### src/hw/cache_geom_pkg.sv
`default_nettype none

package cache_geom_pkg;

    // direct mapped, 16 sets of 2 words
    localparam int WORD_BITS     = 32;
    localparam int N_SETS        = 16;
    localparam int BLOCK_WORDS   = 2;
    localparam int BYTE_BITS     = 2;                  // byte offset within a word
    localparam int SET_BITS      = $clog2(N_SETS);
    localparam int WORD_SEL_BITS = $clog2(BLOCK_WORDS);
    localparam int TAG_BITS      = WORD_BITS - SET_BITS - WORD_SEL_BITS - BYTE_BITS;

    // data and address word
    typedef logic [WORD_BITS-1:0]     word_t;

    // address fields
    typedef logic [SET_BITS-1:0]      set_idx_t;
    typedef logic [WORD_SEL_BITS-1:0] word_sel_t;
    typedef logic [TAG_BITS-1:0]      tag_t;

    // one enable per byte lane
    typedef logic [3:0]               byte_en_t;

endpackage

`default_nettype wire

### src/hw/cache_ctrl_pkg.sv
`default_nettype none

package cache_ctrl_pkg;

    // controller states
    typedef enum logic [2:0] {
        INIT,           // invalidate every set after reset
        READY,          // serve hits, detect misses
        WRITE_BACK,     // evict dirty victim
        REFILL,         // fetch block from memory
        FLUSH           // write back and clear all sets
    } cache_state_t;

    // line store write commands, one per cycle
    typedef enum logic [2:0] {
        ST_NONE,
        ST_CLEAR_LINE,  // valid, dirty, tag to zero
        ST_FILL_WORD,   // refill word, line invalid meanwhile
        ST_FILL_DONE,   // last refill word plus tag, line valid and clean
        ST_CPU_WRITE,   // byte merged store, line dirty
        ST_MARK_CLEAN   // victim written back
    } store_cmd_t;

endpackage

`default_nettype wire

### src/hw/cache_tag_check.sv
`default_nettype none
`timescale 1ns/1ps

module cache_tag_check (
    input  cache_geom_pkg::word_t     addr,
    input  cache_geom_pkg::tag_t      line_tag,
    input  logic                      line_valid,
    output cache_geom_pkg::set_idx_t  req_set,
    output cache_geom_pkg::word_sel_t req_word,
    output cache_geom_pkg::tag_t      req_tag,
    output logic                      hit
);
    import cache_geom_pkg::*;

    // address layout is tag | set | word | byte
    assign req_tag  = addr[WORD_BITS-1 -: TAG_BITS];
    assign req_set  = addr[BYTE_BITS+WORD_SEL_BITS +: SET_BITS];
    assign req_word = addr[BYTE_BITS +: WORD_SEL_BITS];

    // byte offset plays no part in lookup
    assign hit = line_valid && (line_tag == req_tag);

endmodule

`default_nettype wire

### src/hw/cache_ctrl.sv
`default_nettype none
`timescale 1ns/1ps

module cache_ctrl (
    input  logic                       CLK,
    input  logic                       nRST,
    input  logic                       ren,
    input  logic                       wen,
    input  logic                       flush,
    input  logic                       hit,
    input  cache_geom_pkg::set_idx_t   req_set,
    input  cache_geom_pkg::tag_t       req_tag,
    input  logic                       line_valid,
    input  logic                       line_dirty,
    input  cache_geom_pkg::tag_t       line_tag,
    input  logic                       mem_busy,
    output logic                       busy,
    output logic                       flush_done,
    output logic                       mem_ren,
    output logic                       mem_wen,
    output cache_geom_pkg::word_t      mem_addr,
    output cache_geom_pkg::set_idx_t   store_set,
    output cache_geom_pkg::word_sel_t  store_word,
    output cache_ctrl_pkg::store_cmd_t store_cmd,
    output cache_geom_pkg::tag_t       fill_tag
);
    import cache_geom_pkg::*;
    import cache_ctrl_pkg::*;

    cache_state_t state, next_state;
    word_sel_t    word_cnt, next_word_cnt;      // refill and eviction word
    set_idx_t     walk_set, next_walk_set;      // INIT and FLUSH walk
    word_sel_t    walk_word, next_walk_word;
    logic         flush_req, next_flush_req;    // flush seen outside READY
    logic         access;
    logic         flush_pend;
    logic         word_last;
    logic         walk_last_word;
    logic         walk_last_set;
    logic         walk_step;                    // current set finished

    assign access         = ren || wen;
    assign flush_pend     = flush || flush_req;
    assign word_last      = (word_cnt == word_sel_t'(BLOCK_WORDS - 1));
    assign walk_last_word = (walk_word == word_sel_t'(BLOCK_WORDS - 1));
    assign walk_last_set  = (walk_set == set_idx_t'(N_SETS - 1));

    always_ff @(posedge CLK, negedge nRST) begin
        if (!nRST) begin
            state     <= INIT;
            word_cnt  <= '0;
            walk_set  <= '0;
            walk_word <= '0;
            flush_req <= 1'b0;
        end else begin
            state     <= next_state;
            word_cnt  <= next_word_cnt;
            walk_set  <= next_walk_set;
            walk_word <= next_walk_word;
            flush_req <= next_flush_req;
        end
    end

    always_comb begin
        next_state     = state;
        next_word_cnt  = word_cnt;
        next_walk_set  = walk_set;
        next_walk_word = walk_word;
        next_flush_req = flush_req || flush;
        busy           = 1'b1;
        flush_done     = 1'b0;
        mem_ren        = 1'b0;
        mem_wen        = 1'b0;
        mem_addr       = {req_tag, req_set, word_cnt, {BYTE_BITS{1'b0}}};   // refill address
        store_cmd      = ST_NONE;
        walk_step      = 1'b0;

        case (state)
            INIT: begin
                store_cmd     = ST_CLEAR_LINE;
                next_walk_set = walk_set + 1'b1;
                if (walk_last_set) begin
                    next_state = READY;
                end
            end
            READY: begin
                // flush wins over any pending access
                if (flush_pend) begin
                    next_state     = FLUSH;
                    next_flush_req = 1'b0;
                end else if (access && hit) begin
                    busy = 1'b0;
                    if (wen) begin
                        store_cmd = ST_CPU_WRITE;
                    end
                end else if (access) begin
                    next_state = (line_valid && line_dirty) ? WRITE_BACK : REFILL;
                end
            end
            WRITE_BACK: begin
                mem_wen  = 1'b1;
                mem_addr = {line_tag, req_set, word_cnt, {BYTE_BITS{1'b0}}};  // victim address
                if (!mem_busy) begin
                    if (word_last) begin
                        store_cmd     = ST_MARK_CLEAN;
                        next_word_cnt = '0;
                        next_state    = REFILL;
                    end else begin
                        next_word_cnt = word_cnt + 1'b1;
                    end
                end
            end
            REFILL: begin
                mem_ren = 1'b1;
                if (!mem_busy) begin
                    if (word_last) begin
                        store_cmd     = ST_FILL_DONE;
                        next_word_cnt = '0;
                        next_state    = READY;   // access then completes as a hit
                    end else begin
                        store_cmd     = ST_FILL_WORD;
                        next_word_cnt = word_cnt + 1'b1;
                    end
                end
            end
            FLUSH: begin
                if (line_valid && line_dirty) begin
                    mem_wen  = 1'b1;
                    mem_addr = {line_tag, walk_set, walk_word, {BYTE_BITS{1'b0}}};
                    if (!mem_busy) begin
                        if (walk_last_word) begin
                            store_cmd      = ST_CLEAR_LINE;
                            next_walk_word = '0;
                            walk_step      = 1'b1;
                        end else begin
                            next_walk_word = walk_word + 1'b1;
                        end
                    end
                end else begin
                    store_cmd = ST_CLEAR_LINE;   // clean or empty, just drop it
                    walk_step = 1'b1;
                end
                if (walk_step) begin
                    next_walk_set = walk_set + 1'b1;
                    if (walk_last_set) begin
                        flush_done = 1'b1;
                        next_state = READY;
                    end
                end
            end
            default: next_state = INIT;
        endcase
    end

    // walk counter indexes the store during INIT and FLUSH
    assign store_set  = (state == INIT || state == FLUSH) ? walk_set : req_set;
    assign store_word = (state == FLUSH) ? walk_word : word_cnt;
    assign fill_tag   = req_tag;

    a_one_strobe: assert property (@(posedge CLK) disable iff (!nRST)
        !(mem_ren && mem_wen))
        else $error("mem_ren and mem_wen high together");

    a_busy_ready: assert property (@(posedge CLK) disable iff (!nRST)
        !busy |-> state == READY)
        else $error("busy low outside READY");

    a_done_pulse: assert property (@(posedge CLK) disable iff (!nRST)
        flush_done |=> !flush_done)
        else $error("flush_done longer than one cycle");

endmodule

`default_nettype wire

### src/hw/cache_line_store.sv
`default_nettype none
`timescale 1ns/1ps

module cache_line_store (
    input  logic                       CLK,
    input  logic                       nRST,
    input  cache_geom_pkg::set_idx_t   store_set,
    input  cache_geom_pkg::word_sel_t  store_word,
    input  cache_ctrl_pkg::store_cmd_t store_cmd,
    input  cache_geom_pkg::tag_t       fill_tag,
    input  cache_geom_pkg::word_t      mem_rdata,
    input  cache_geom_pkg::word_t      wdata,
    input  cache_geom_pkg::byte_en_t   byte_en,
    input  cache_geom_pkg::word_sel_t  req_word,
    output logic                       line_valid,
    output logic                       line_dirty,
    output cache_geom_pkg::tag_t       line_tag,
    output cache_geom_pkg::word_t      read_word,
    output cache_geom_pkg::word_t      evict_word
);
    import cache_geom_pkg::*;
    import cache_ctrl_pkg::*;

    logic [N_SETS-1:0] valid_q;
    logic [N_SETS-1:0] dirty_q;
    tag_t              tag_q  [N_SETS];
    word_t             data_q [N_SETS][BLOCK_WORDS];
    word_t             merged;      // core store folded into old word
    logic              be_legal;

    // combinational reads at the selected set
    assign line_valid = valid_q[store_set];
    assign line_dirty = dirty_q[store_set];
    assign line_tag   = tag_q[store_set];
    assign read_word  = data_q[store_set][req_word];
    assign evict_word = data_q[store_set][store_word];

    always_comb begin
        for (int i = 0; i < $bits(byte_en_t); i++) begin
            merged[8*i +: 8] = byte_en[i] ? wdata[8*i +: 8] : read_word[8*i +: 8];
        end
    end

    // line status bits
    always_ff @(posedge CLK, negedge nRST) begin
        if (!nRST) begin
            valid_q <= '0;
            dirty_q <= '0;
        end else begin
            case (store_cmd)
                ST_CLEAR_LINE, ST_MARK_CLEAN: begin
                    valid_q[store_set] <= 1'b0;
                    dirty_q[store_set] <= 1'b0;
                end
                ST_FILL_WORD: valid_q[store_set] <= 1'b0;   // half filled
                ST_FILL_DONE: begin
                    valid_q[store_set] <= 1'b1;
                    dirty_q[store_set] <= 1'b0;
                end
                ST_CPU_WRITE: dirty_q[store_set] <= 1'b1;
                default: ;
            endcase
        end
    end

    // tags and data
    always_ff @(posedge CLK) begin
        case (store_cmd)
            ST_CLEAR_LINE: tag_q[store_set] <= '0;
            ST_FILL_WORD:  data_q[store_set][store_word] <= mem_rdata;
            ST_FILL_DONE: begin
                data_q[store_set][store_word] <= mem_rdata;
                tag_q[store_set]              <= fill_tag;
            end
            ST_CPU_WRITE:  data_q[store_set][req_word] <= merged;
            default: ;
        endcase
    end

    // byte, aligned half or full word only
    assign be_legal = byte_en inside {4'b0001, 4'b0010, 4'b0100, 4'b1000,
                                      4'b0011, 4'b1100, 4'b1111};

    a_byte_en: assert property (@(posedge CLK) disable iff (!nRST)
        store_cmd == ST_CPU_WRITE |-> be_legal)
        else $error("illegal byte_en %b on write hit", byte_en);

endmodule

`default_nettype wire

### src/hw/l1_cache.sv
`default_nettype none
`timescale 1ns/1ps

module l1_cache (
    input  logic                     CLK,
    input  logic                     nRST,
    input  logic                     ren,
    input  logic                     wen,
    input  logic                     flush,
    input  cache_geom_pkg::word_t    addr,
    input  cache_geom_pkg::word_t    wdata,
    input  cache_geom_pkg::byte_en_t byte_en,
    output logic                     busy,
    output logic                     flush_done,
    output cache_geom_pkg::word_t    rdata,
    output logic                     mem_ren,
    output logic                     mem_wen,
    output cache_geom_pkg::word_t    mem_addr,
    output cache_geom_pkg::word_t    mem_wdata,
    input  cache_geom_pkg::word_t    mem_rdata,
    input  logic                     mem_busy
);
    import cache_geom_pkg::*;
    import cache_ctrl_pkg::*;

    set_idx_t   req_set;
    word_sel_t  req_word;
    tag_t       req_tag;
    logic       hit;
    set_idx_t   store_set;
    word_sel_t  store_word;
    store_cmd_t store_cmd;
    tag_t       fill_tag;
    logic       line_valid;
    logic       line_dirty;
    tag_t       line_tag;

    cache_tag_check u_tag_check (
        .addr(addr), .line_tag(line_tag), .line_valid(line_valid),
        .req_set(req_set), .req_word(req_word), .req_tag(req_tag), .hit(hit)
    );

    cache_ctrl u_ctrl (
        .CLK(CLK), .nRST(nRST), .ren(ren), .wen(wen), .flush(flush),
        .hit(hit), .req_set(req_set), .req_tag(req_tag),
        .line_valid(line_valid), .line_dirty(line_dirty), .line_tag(line_tag),
        .mem_busy(mem_busy), .busy(busy), .flush_done(flush_done),
        .mem_ren(mem_ren), .mem_wen(mem_wen), .mem_addr(mem_addr),
        .store_set(store_set), .store_word(store_word),
        .store_cmd(store_cmd), .fill_tag(fill_tag)
    );

    cache_line_store u_line_store (
        .CLK(CLK), .nRST(nRST), .store_set(store_set), .store_word(store_word),
        .store_cmd(store_cmd), .fill_tag(fill_tag), .mem_rdata(mem_rdata),
        .wdata(wdata), .byte_en(byte_en), .req_word(req_word),
        .line_valid(line_valid), .line_dirty(line_dirty), .line_tag(line_tag),
        .read_word(rdata), .evict_word(mem_wdata)
    );

    // a completed access always finds its block in the store
    a_done_is_hit: assert property (@(posedge CLK) disable iff (!nRST)
        (ren || wen) && !busy |-> hit)
        else $error("access completed without a hit");

endmodule

`default_nettype wire

### config.mk
export PLATFORM = sky130hd
export DESIGN_NAME = l1_cache
export DESIGN_NICKNAME = d
export VERILOG_FILES = /design/src/hw/cache_geom_pkg.sv /design/src/hw/cache_ctrl_pkg.sv /design/src/hw/cache_tag_check.sv /design/src/hw/cache_ctrl.sv /design/src/hw/cache_line_store.sv /design/src/hw/l1_cache.sv
export SDC_FILE = /design/constraint.sdc
export NUM_CORES = 2
export LEC_CHECK = 0
export BUFFER_PORTS_ARGS = -buffer_cell sky130_fd_sc_hd__buf_2
export CORE_UTILIZATION = 45
export DETAILED_ROUTE_END_ITERATION = 12
export PLACE_DENSITY_LB_ADDON = 0.1
export SYNTH_ARGS = -nofsm -noshare
export SYNTH_HDL_FRONTEND = slang
export SYNTH_HIERARCHICAL = 1
export SYNTH_SLANG_ARGS = --single-unit
### constraint.sdc
create_clock -name CLK -period 6.6 [get_ports CLK]
set_input_delay 0.99 -clock CLK [delete_from_list [all_inputs] [get_ports CLK]]
set_output_delay 0.99 -clock CLK [all_outputs]
set_load 0.01 [all_outputs]
# Word level (Yosys, flattened, before mapping)
# Memories as Yosys holds them, arrays and structs flattened.
# Cells that the tools add are included.
# Widths: inputs -> output; s select.
[totals] wordCells=397 regBits=42 memories=2 inputBits=106 mem_bits_rw=1424 latchBits=0 romBits=0 out_inout_bits=100
[mem_list] memory="u_line_store.data_q" words=16 word_bits=64 read_ports=1 rd_clocked_by_memory_dff=0 write_ports=1 line="cache_line_store.sv:27" text="word_t data_q [N_SETS][BLOCK_WORDS];"
[mem_list] memory="u_line_store.tag_q" words=16 word_bits=25 read_ports=1 rd_clocked_by_memory_dff=0 write_ports=1 line="cache_line_store.sv:26" text="tag_t tag_q [N_SETS];"
[classes] div_mod_pow=0 n_mux=204 bitwise=137 magnitude_cmp=6 shift=0 n_reduce_logical=20 addsub=3 n_eq_ne=18 n_mul=0
[ops] cell="$mux 32" count=9
[ops] cell="$mux 64" count=3
[ops] cell="$mux 1" count=156
[ops] cell="$or 1x1->1" count=129
[ops] cell="$demux 32 s1" count=2
[ops] cell="$pmux 16 s2" count=2
[ops] cell="$pmux 32 s2" count=1
[ops] cell="$mux 3" count=17
[ops] cell="$and 16x16->16" count=2
[ops] cell="$mux 8" count=4
[ops] cell="$or 16x16->16" count=2
[ops] cell="$pmux 3 s5" count=2
[ops] cell="$eq 25x25->1" count=1
[ops] cell="$mux 25" count=1
[ops] cell="$not 16->16" count=1
[ops] cell="$eq 3x2->1 const B" count=4
[ops] cell="$eq 3x3->1 const B" count=3
[ops] cell="$bmux 1 s4" count=2
[ops] cell="$mux 4" count=2
[ops] cell="$pmux 4 s2" count=1
[ops] cell="$reduce_and 7->1" count=1
[ops] cell="$eq 3x1->1 const B" count=2
[ops] cell="$logic_and 1x1->1" count=6
[ops] cell="$ne 2x2->1 const B" count=3
[ops] cell="other kinds (21)" count=32

# Longest topological paths before layout
[depth] depth_word=15 mapped_depth=23 depth_no_buf=14

# Hierarchy
# The synthesis kept the hierarchy.
[modules_own_cells] module="cache_line_store" n_inst=1 seq_area_each_um2=43561.8 cells_each=3090 area_each_um2=60600.6
[modules_own_cells] module="cache_ctrl" n_inst=1 seq_area_each_um2=250.2 cells_each=131 area_each_um2=1315.0
[modules_own_cells] module="cache_tag_check" n_inst=1 seq_area_each_um2=0.0 cells_each=64 area_each_um2=504.2

# Worst setup path after synthesis
# OpenSTA, ideal clock, no wires.
[synth_timing] path_type="input to register" startpoint="input port addr[3]" endpoint="memory u_line_store/data_q[10][0] in the netlist's numbering (enable)" path_slack_ps=-418 stages=18 arrival_time_ps=6597 path_buffers=5 setup_time_ps=421 cell_sequence="buf_4 mux2_2 buf_2 buf_1 mux4_2 mux4_2 xor2_1 nor4_1 nand3_1 nor4_2 nand3_1 o31ai_1 or3b_1 buf_1 nor2_1 a21oi_1 clkbuf_1 nor2_1"
[synth_via] elab_chain_len=13 word_cells_on_any_way=25
[synth_lines] item="from (decl)" line="l1_cache.sv:10" text="input cache_geom_pkg::word_t addr,"
[synth_lines] item="$mux 4 (*)" line="cache_ctrl.sv:156" text="assign store_set = (state == INIT || state == FLUSH) ? walk_set : req_set;"
[synth_lines] item="named net store_set[0]" line="l1_cache.sv:30" text="set_idx_t store_set;"
[synth_lines] item="$mem_v2 16x25 (*)"
[synth_lines] item="named net line_tag[18]" line="l1_cache.sv:36" text="tag_t line_tag;"
[synth_lines] item="$eq 25x25->1 (*)" line="cache_tag_check.sv:21" text="assign hit = line_valid && (line_tag == req_tag);"
[synth_lines] item="$logic_and 1x1->1 (*)" line="cache_tag_check.sv:21"
[synth_lines] item="named net hit" line="l1_cache.sv:29" text="logic hit;"
[synth_lines] item="$logic_and 1x1->1 (*)" line="cache_ctrl.sv:91" text="end else if (access && hit) begin"
[synth_lines] item="$mux 3 (*)" line="cache_ctrl.sv:91"
[synth_lines] item="$mux 3 (*)" line="cache_ctrl.sv:88" text="if (flush_pend) begin"
[synth_lines] item="$pmux 3 s5 (*)" line="cache_ctrl.sv:78" text="case (state)"
[synth_lines] item="named net store_cmd[2]" line="l1_cache.sv:32" text="store_cmd_t store_cmd;"
[synth_lines] item="$eq 3x2->1" line="cache_line_store.sv:68" text="case (store_cmd)"
[synth_lines] item="$mux 1" line="cache_line_store.sv:68"
[synth_lines] item="$mux 64 (on tied branches)" line="cache_line_store.sv:70, cache_line_store.sv:72"
[synth_lines] item="$or 1x1->1 (no line)"
[synth_lines] item="$or 1x1->1 (no line) (*)"
[synth_lines] item="to (decl)" line="cache_line_store.sv:27"
# The timed path passes the listed nets; every way through them passes the cells marked *. The select of a mux whose other input is x is not followed.

# Final worst setup path
[layout_timing] startpoint="register u_ctrl.state[1]" endpoint="memory u_line_store/data_q[6][36] in the netlist's numbering (enable)"
[layout_via] elab_chain_len=15 word_cells_on_any_way=38
[layout_lines] item="from (decl)" line="cache_ctrl.sv:30" text="cache_state_t state, next_state;"
[layout_lines] item="from (signal assigned)" line="cache_ctrl.sv:56" text="state <= next_state;"
[layout_lines] item="$eq 3x3->1 or $logic_not 3->1 (tied branches)" line="cache_ctrl.sv:156"
[layout_lines] item="$logic_or 1x1->1 (*)" line="cache_ctrl.sv:156"
[layout_lines] item="$mux 4 (*)" line="cache_ctrl.sv:156"
[layout_lines] item="named net store_set[0]" line="l1_cache.sv:30"
[layout_lines] item="$mem_v2 16x25 (*)"
[layout_lines] item="named net line_tag[3]" line="l1_cache.sv:36"
[layout_lines] item="$eq 25x25->1 (*)" line="cache_tag_check.sv:21"
[layout_lines] item="$logic_and 1x1->1 (*)" line="cache_tag_check.sv:21"
[layout_lines] item="named net hit" line="l1_cache.sv:29"
[layout_lines] item="(+2 left out)"
[layout_lines] item="$mux 3 (*)" line="cache_ctrl.sv:88"
[layout_lines] item="$pmux 3 s5 (*)" line="cache_ctrl.sv:78"
[layout_lines] item="named net store_cmd[2]" line="l1_cache.sv:32"
[layout_lines] item="$eq 3x2->1" line="cache_line_store.sv:68"
[layout_lines] item="$mux 1" line="cache_line_store.sv:68"
[layout_lines] item="$mux 64 (on tied branches)" line="cache_line_store.sv:70, cache_line_store.sv:72"
[layout_lines] item="$or 1x1->1 (no line)"
[layout_lines] item="$or 1x1->1 (no line) (*)"
# Marks and branches as above.

==> results.yml <==
clock_network:
  clock_sinks: 1466
  cts.reportedPaths.clkPinSlew_ps: 60
  cts_buffers: 157
  cts-root-buf: "clkbuf_16"
  cts_tree: "done"
  htreeDepth: 4
  clockBufferDepth: 3
  clk_latency_ps: 800
final_layout:
  fin_nets: 3696
  stdcell_area_um2: 72600
  drive_above_1_share_pct: 38.4
  finalCoreUtilization_pct: 52.8
  fin_cells: 5510
  syn2layout_area_growth_pct: 16.4
  antenna_cells: 0
  fillers: 10792
floorplanning:
  core_area_um2: 137000
  rows: 136
  die_area_um2: 140000
  die_x_um: 374
  die_h_um: 374
  start_util_pct: 45.4
  ios: 206
placed_design:
  placed_area_um2: 67400
  place_inst: 5217
  gp_congestion: 0.817
  numPortBuffers: 201
  detailedPlacementHpwl_um: 107000
  pre_cts_ws_ps: -200
routing:
  drt-total-wl_um: 181000
  drt-vias-per-instance: 6.25
  first_iter_violations: 3565
  route.detailed.drc: 0
  ant_nets: 0
  dr.pass1.iters: 8
  num_vias: 34416
  drt-wirelength-per-cell_um: 32.8
flow_run:
  drv_cap: 0
synthesis:
  post-synth-top-area-cell: "edfxtp_1"
  yosysUniqueCellTypes: 49
  synthTopCellsByCount: "edfxtp_1 (1424), mux2_2 (337), mux4_2 (327)"
  syn_inst: 3285
  syn_avg_cell_area_um2: 19.0
  synth-async-reset-ratio_pct: 2.86
  ys_seq_elements: 1466
  post-synth-top-count-cell: "edfxtp_1"
  yosysSeqAreaShare_pct: 70.2
  ys.flop_type: "edfxtp_1"
  synth-edff-count: 1424
  synthTopCellsByArea: "edfxtp_1 (69%), mux4_2 (12%), mux2_2 (6.1%), dfrtp_1 (1.7%), o22ai_1 (1.3%)"
  ys_warn_count: 6
  synth_top_area_share_pct: 68.5
  synth_area_um2: 62400
sta:
  tightestPinTransition_ps: 1260
  hold_viol: 0
  fin_hold_ws_ps: 370
  slew_violations: 0
  fin_crit_ps: 6420
  relSlewSlack_pct: 15.6
  rsz0062_at_grt: "false"
  setup_tns_ps: 0
  finalClockSkew_ps: 28.0
  period_share_pct: 97.2
  max_freq_mhz: 156
  fin_ws_ps: 184
  setup_viol: 0
setup_path:
  cp_num_buf_inv: 5
  startpoint: "u_ctrl/state[1]$_DFFE_PN0P_"
  slowest_stage: "mux4_2"
  critPathTopFamily: "simple AND/OR/NAND/NOR gates"
  critical_path.max_stage_delay_ps: 540
  path_cells: "or2_4 -> mux2_8 -> buf_4 -> buf_12 -> mux4_2 -> mux4_2 -> xor2_1 -> nor4_2 -> nand3_1 -> nor4_2 -> buf_4 -> nand3_1 -> o31ai_1 -> buf_4 -> or3b_1 -> nor2_4 -> a21oi_4 -> nor2_4 -> buf_12"
  ff2ff_setup_slack_ps: 180
  end_kind: "flop"
  critPathLaunchType: "flop"
  r2r-start: "u_ctrl/state[1]$_DFFE_PN0P_"
  cp.arrival_ps: 6890
  cp_common_cell: "buf_4"
  cp.required_ps: 7080
  path_max_fanout: 23
  critPathKind: "flop to flop"
hold_path:
  hold_path_class: "input port to async pin"
power_and_ir_drop:
  vdd_drop_max_uv: 439
  p_per_area_nw_per_um2: 458
  power.total_mw: 33.3
  leakage_nw: 23.6
global_route:
  grt_pass1_wl_um: 258000
  antenna_found_initial: 3
  track_usage_pct: 25.9
  grt_max_degree: 114
  grt_pass1_vias: 35773
  grt.overflow.total: 0
run_status:
  run_status: "completed"
[layout make-up]
cell class | count | area (µm²) | share of cell area (%)
sequential | 1466 | 43800 | 60.3
multi-input combinational | 1540 | 17700 | 24.4
clock buffer | 194 | 4160 | 5.73
timing repair buffer | 421 | 3770 | 5.19
tap | 1794 | 2240 | 3.09
clock inverter | 92 | 945 | 1.30
inverter | 3 | 11.3 | 0.0155
[cell families after synthesis]
family                     synth area share [%]
AOI/OAI and AO/OA                          4.54
xor gates and xnor gates                  0.421
adders and majority gates                0.0200
buffers and inverters                      2.48
DFF                                        70.2
muxes                                      19.4
other                                   0.00601
and+or+nand+nor                            2.98
[per-layer routing]
layer	up-vias	GRT usage (%)	part of all wire (%)
li1	14208	-	-
met1	18456	35.0	41
met2	1421	42.5	49
met3	325	4.29	6.5
met4	6	9.12	3.4
met5	-	0	0.023
[registers in the layout (all words and copies together) (netlist names), named ones only]
| register | count |
|---|---|
| u_line_store/tag_q | 400 |
| u_ctrl/state | 3 |
| u_ctrl/walk_last_word | 1 |
| u_ctrl/word_cnt | 1 |
| u_line_store/data_q | 1024 |
| u_ctrl/flush_req | 1 |
| u_ctrl/walk_set | 4 |
[worst reg2reg max path, cell delays in order (launching register included)]
cell	delay, ps
dfrtp_1	450
or2_4	390
mux2_8	370
buf_4	150
buf_12	210
mux4_2	550
mux4_2	500
xor2_1	170
nor4_2	430
nand3_1	260
nor4_2	230
buf_4	210
nand3_1	90
o31ai_1	250
buf_4	280
or3b_1	490
nor2_4	250
a21oi_4	230
nor2_4	350
buf_12	230
[timing repair]
item	4_1_cts	5_1_grt
buffers inserted	5	0
hold buffers	0	0
endpoints found under the setup margin	929	296
cloned	2	0
gates resized for setup	7	19
[power by group]
part	total (mW)	switching [mW]	internal (mW)
sequential	11.0	0.167	10.8
combinational	13.6	7.72	5.84
clock	8.75	3.63	5.12
total	33.3	11.5	21.8
[path summary, 6_finish.rpt]
kind / end / depth (start not counted)
worst min-delay path: u_ctrl/walk_set[1]$_DFFE_PN0P_ / 1
min in group CLK: flop / 2
max in group asynchronous: async pin / 1
worst max register to register: u_line_store/data_q[6][36]$_DFFE_PP_ / 19
worst min register to register: flop / 2
worst max-delay path: u_line_store/data_q[6][36]$_DFFE_PP_ / 19
[cells in the final DEF (no fill, tap or decap), drive strengths merged, types with 2 or more instances in the layout]
cell	netlist	layout
mux2	356	358
a221oi	64	64
nand4	3	3
mux4	327	327
nand3	12	12
dfrtp	42	42
o22a	64	64
nand2	82	82
mux2i	64	64
inv	3	13
nor4	5	5
edfxtp	1424	1424
clkbuf	103	194
bufinv	0	16
nor3b	64	64
or3b	2	2
xor2	18	18
nand2b	6	6
o31ai	2	2
buf	176	421
conb	1	2
nor2	126	126
clkinvlp	0	4
nand3b	5	5
o22ai	128	128
or2	3	3
and3	28	28
o211ai	64	64
a21oi	7	7
xnor2	12	12
nor4b	4	4
nor3	3	3
o21ai	69	69
clkinv	0	62
nor4bb	4	4
nor2b	6	6
No activity file was read; power rests on OpenSTA's default activity.
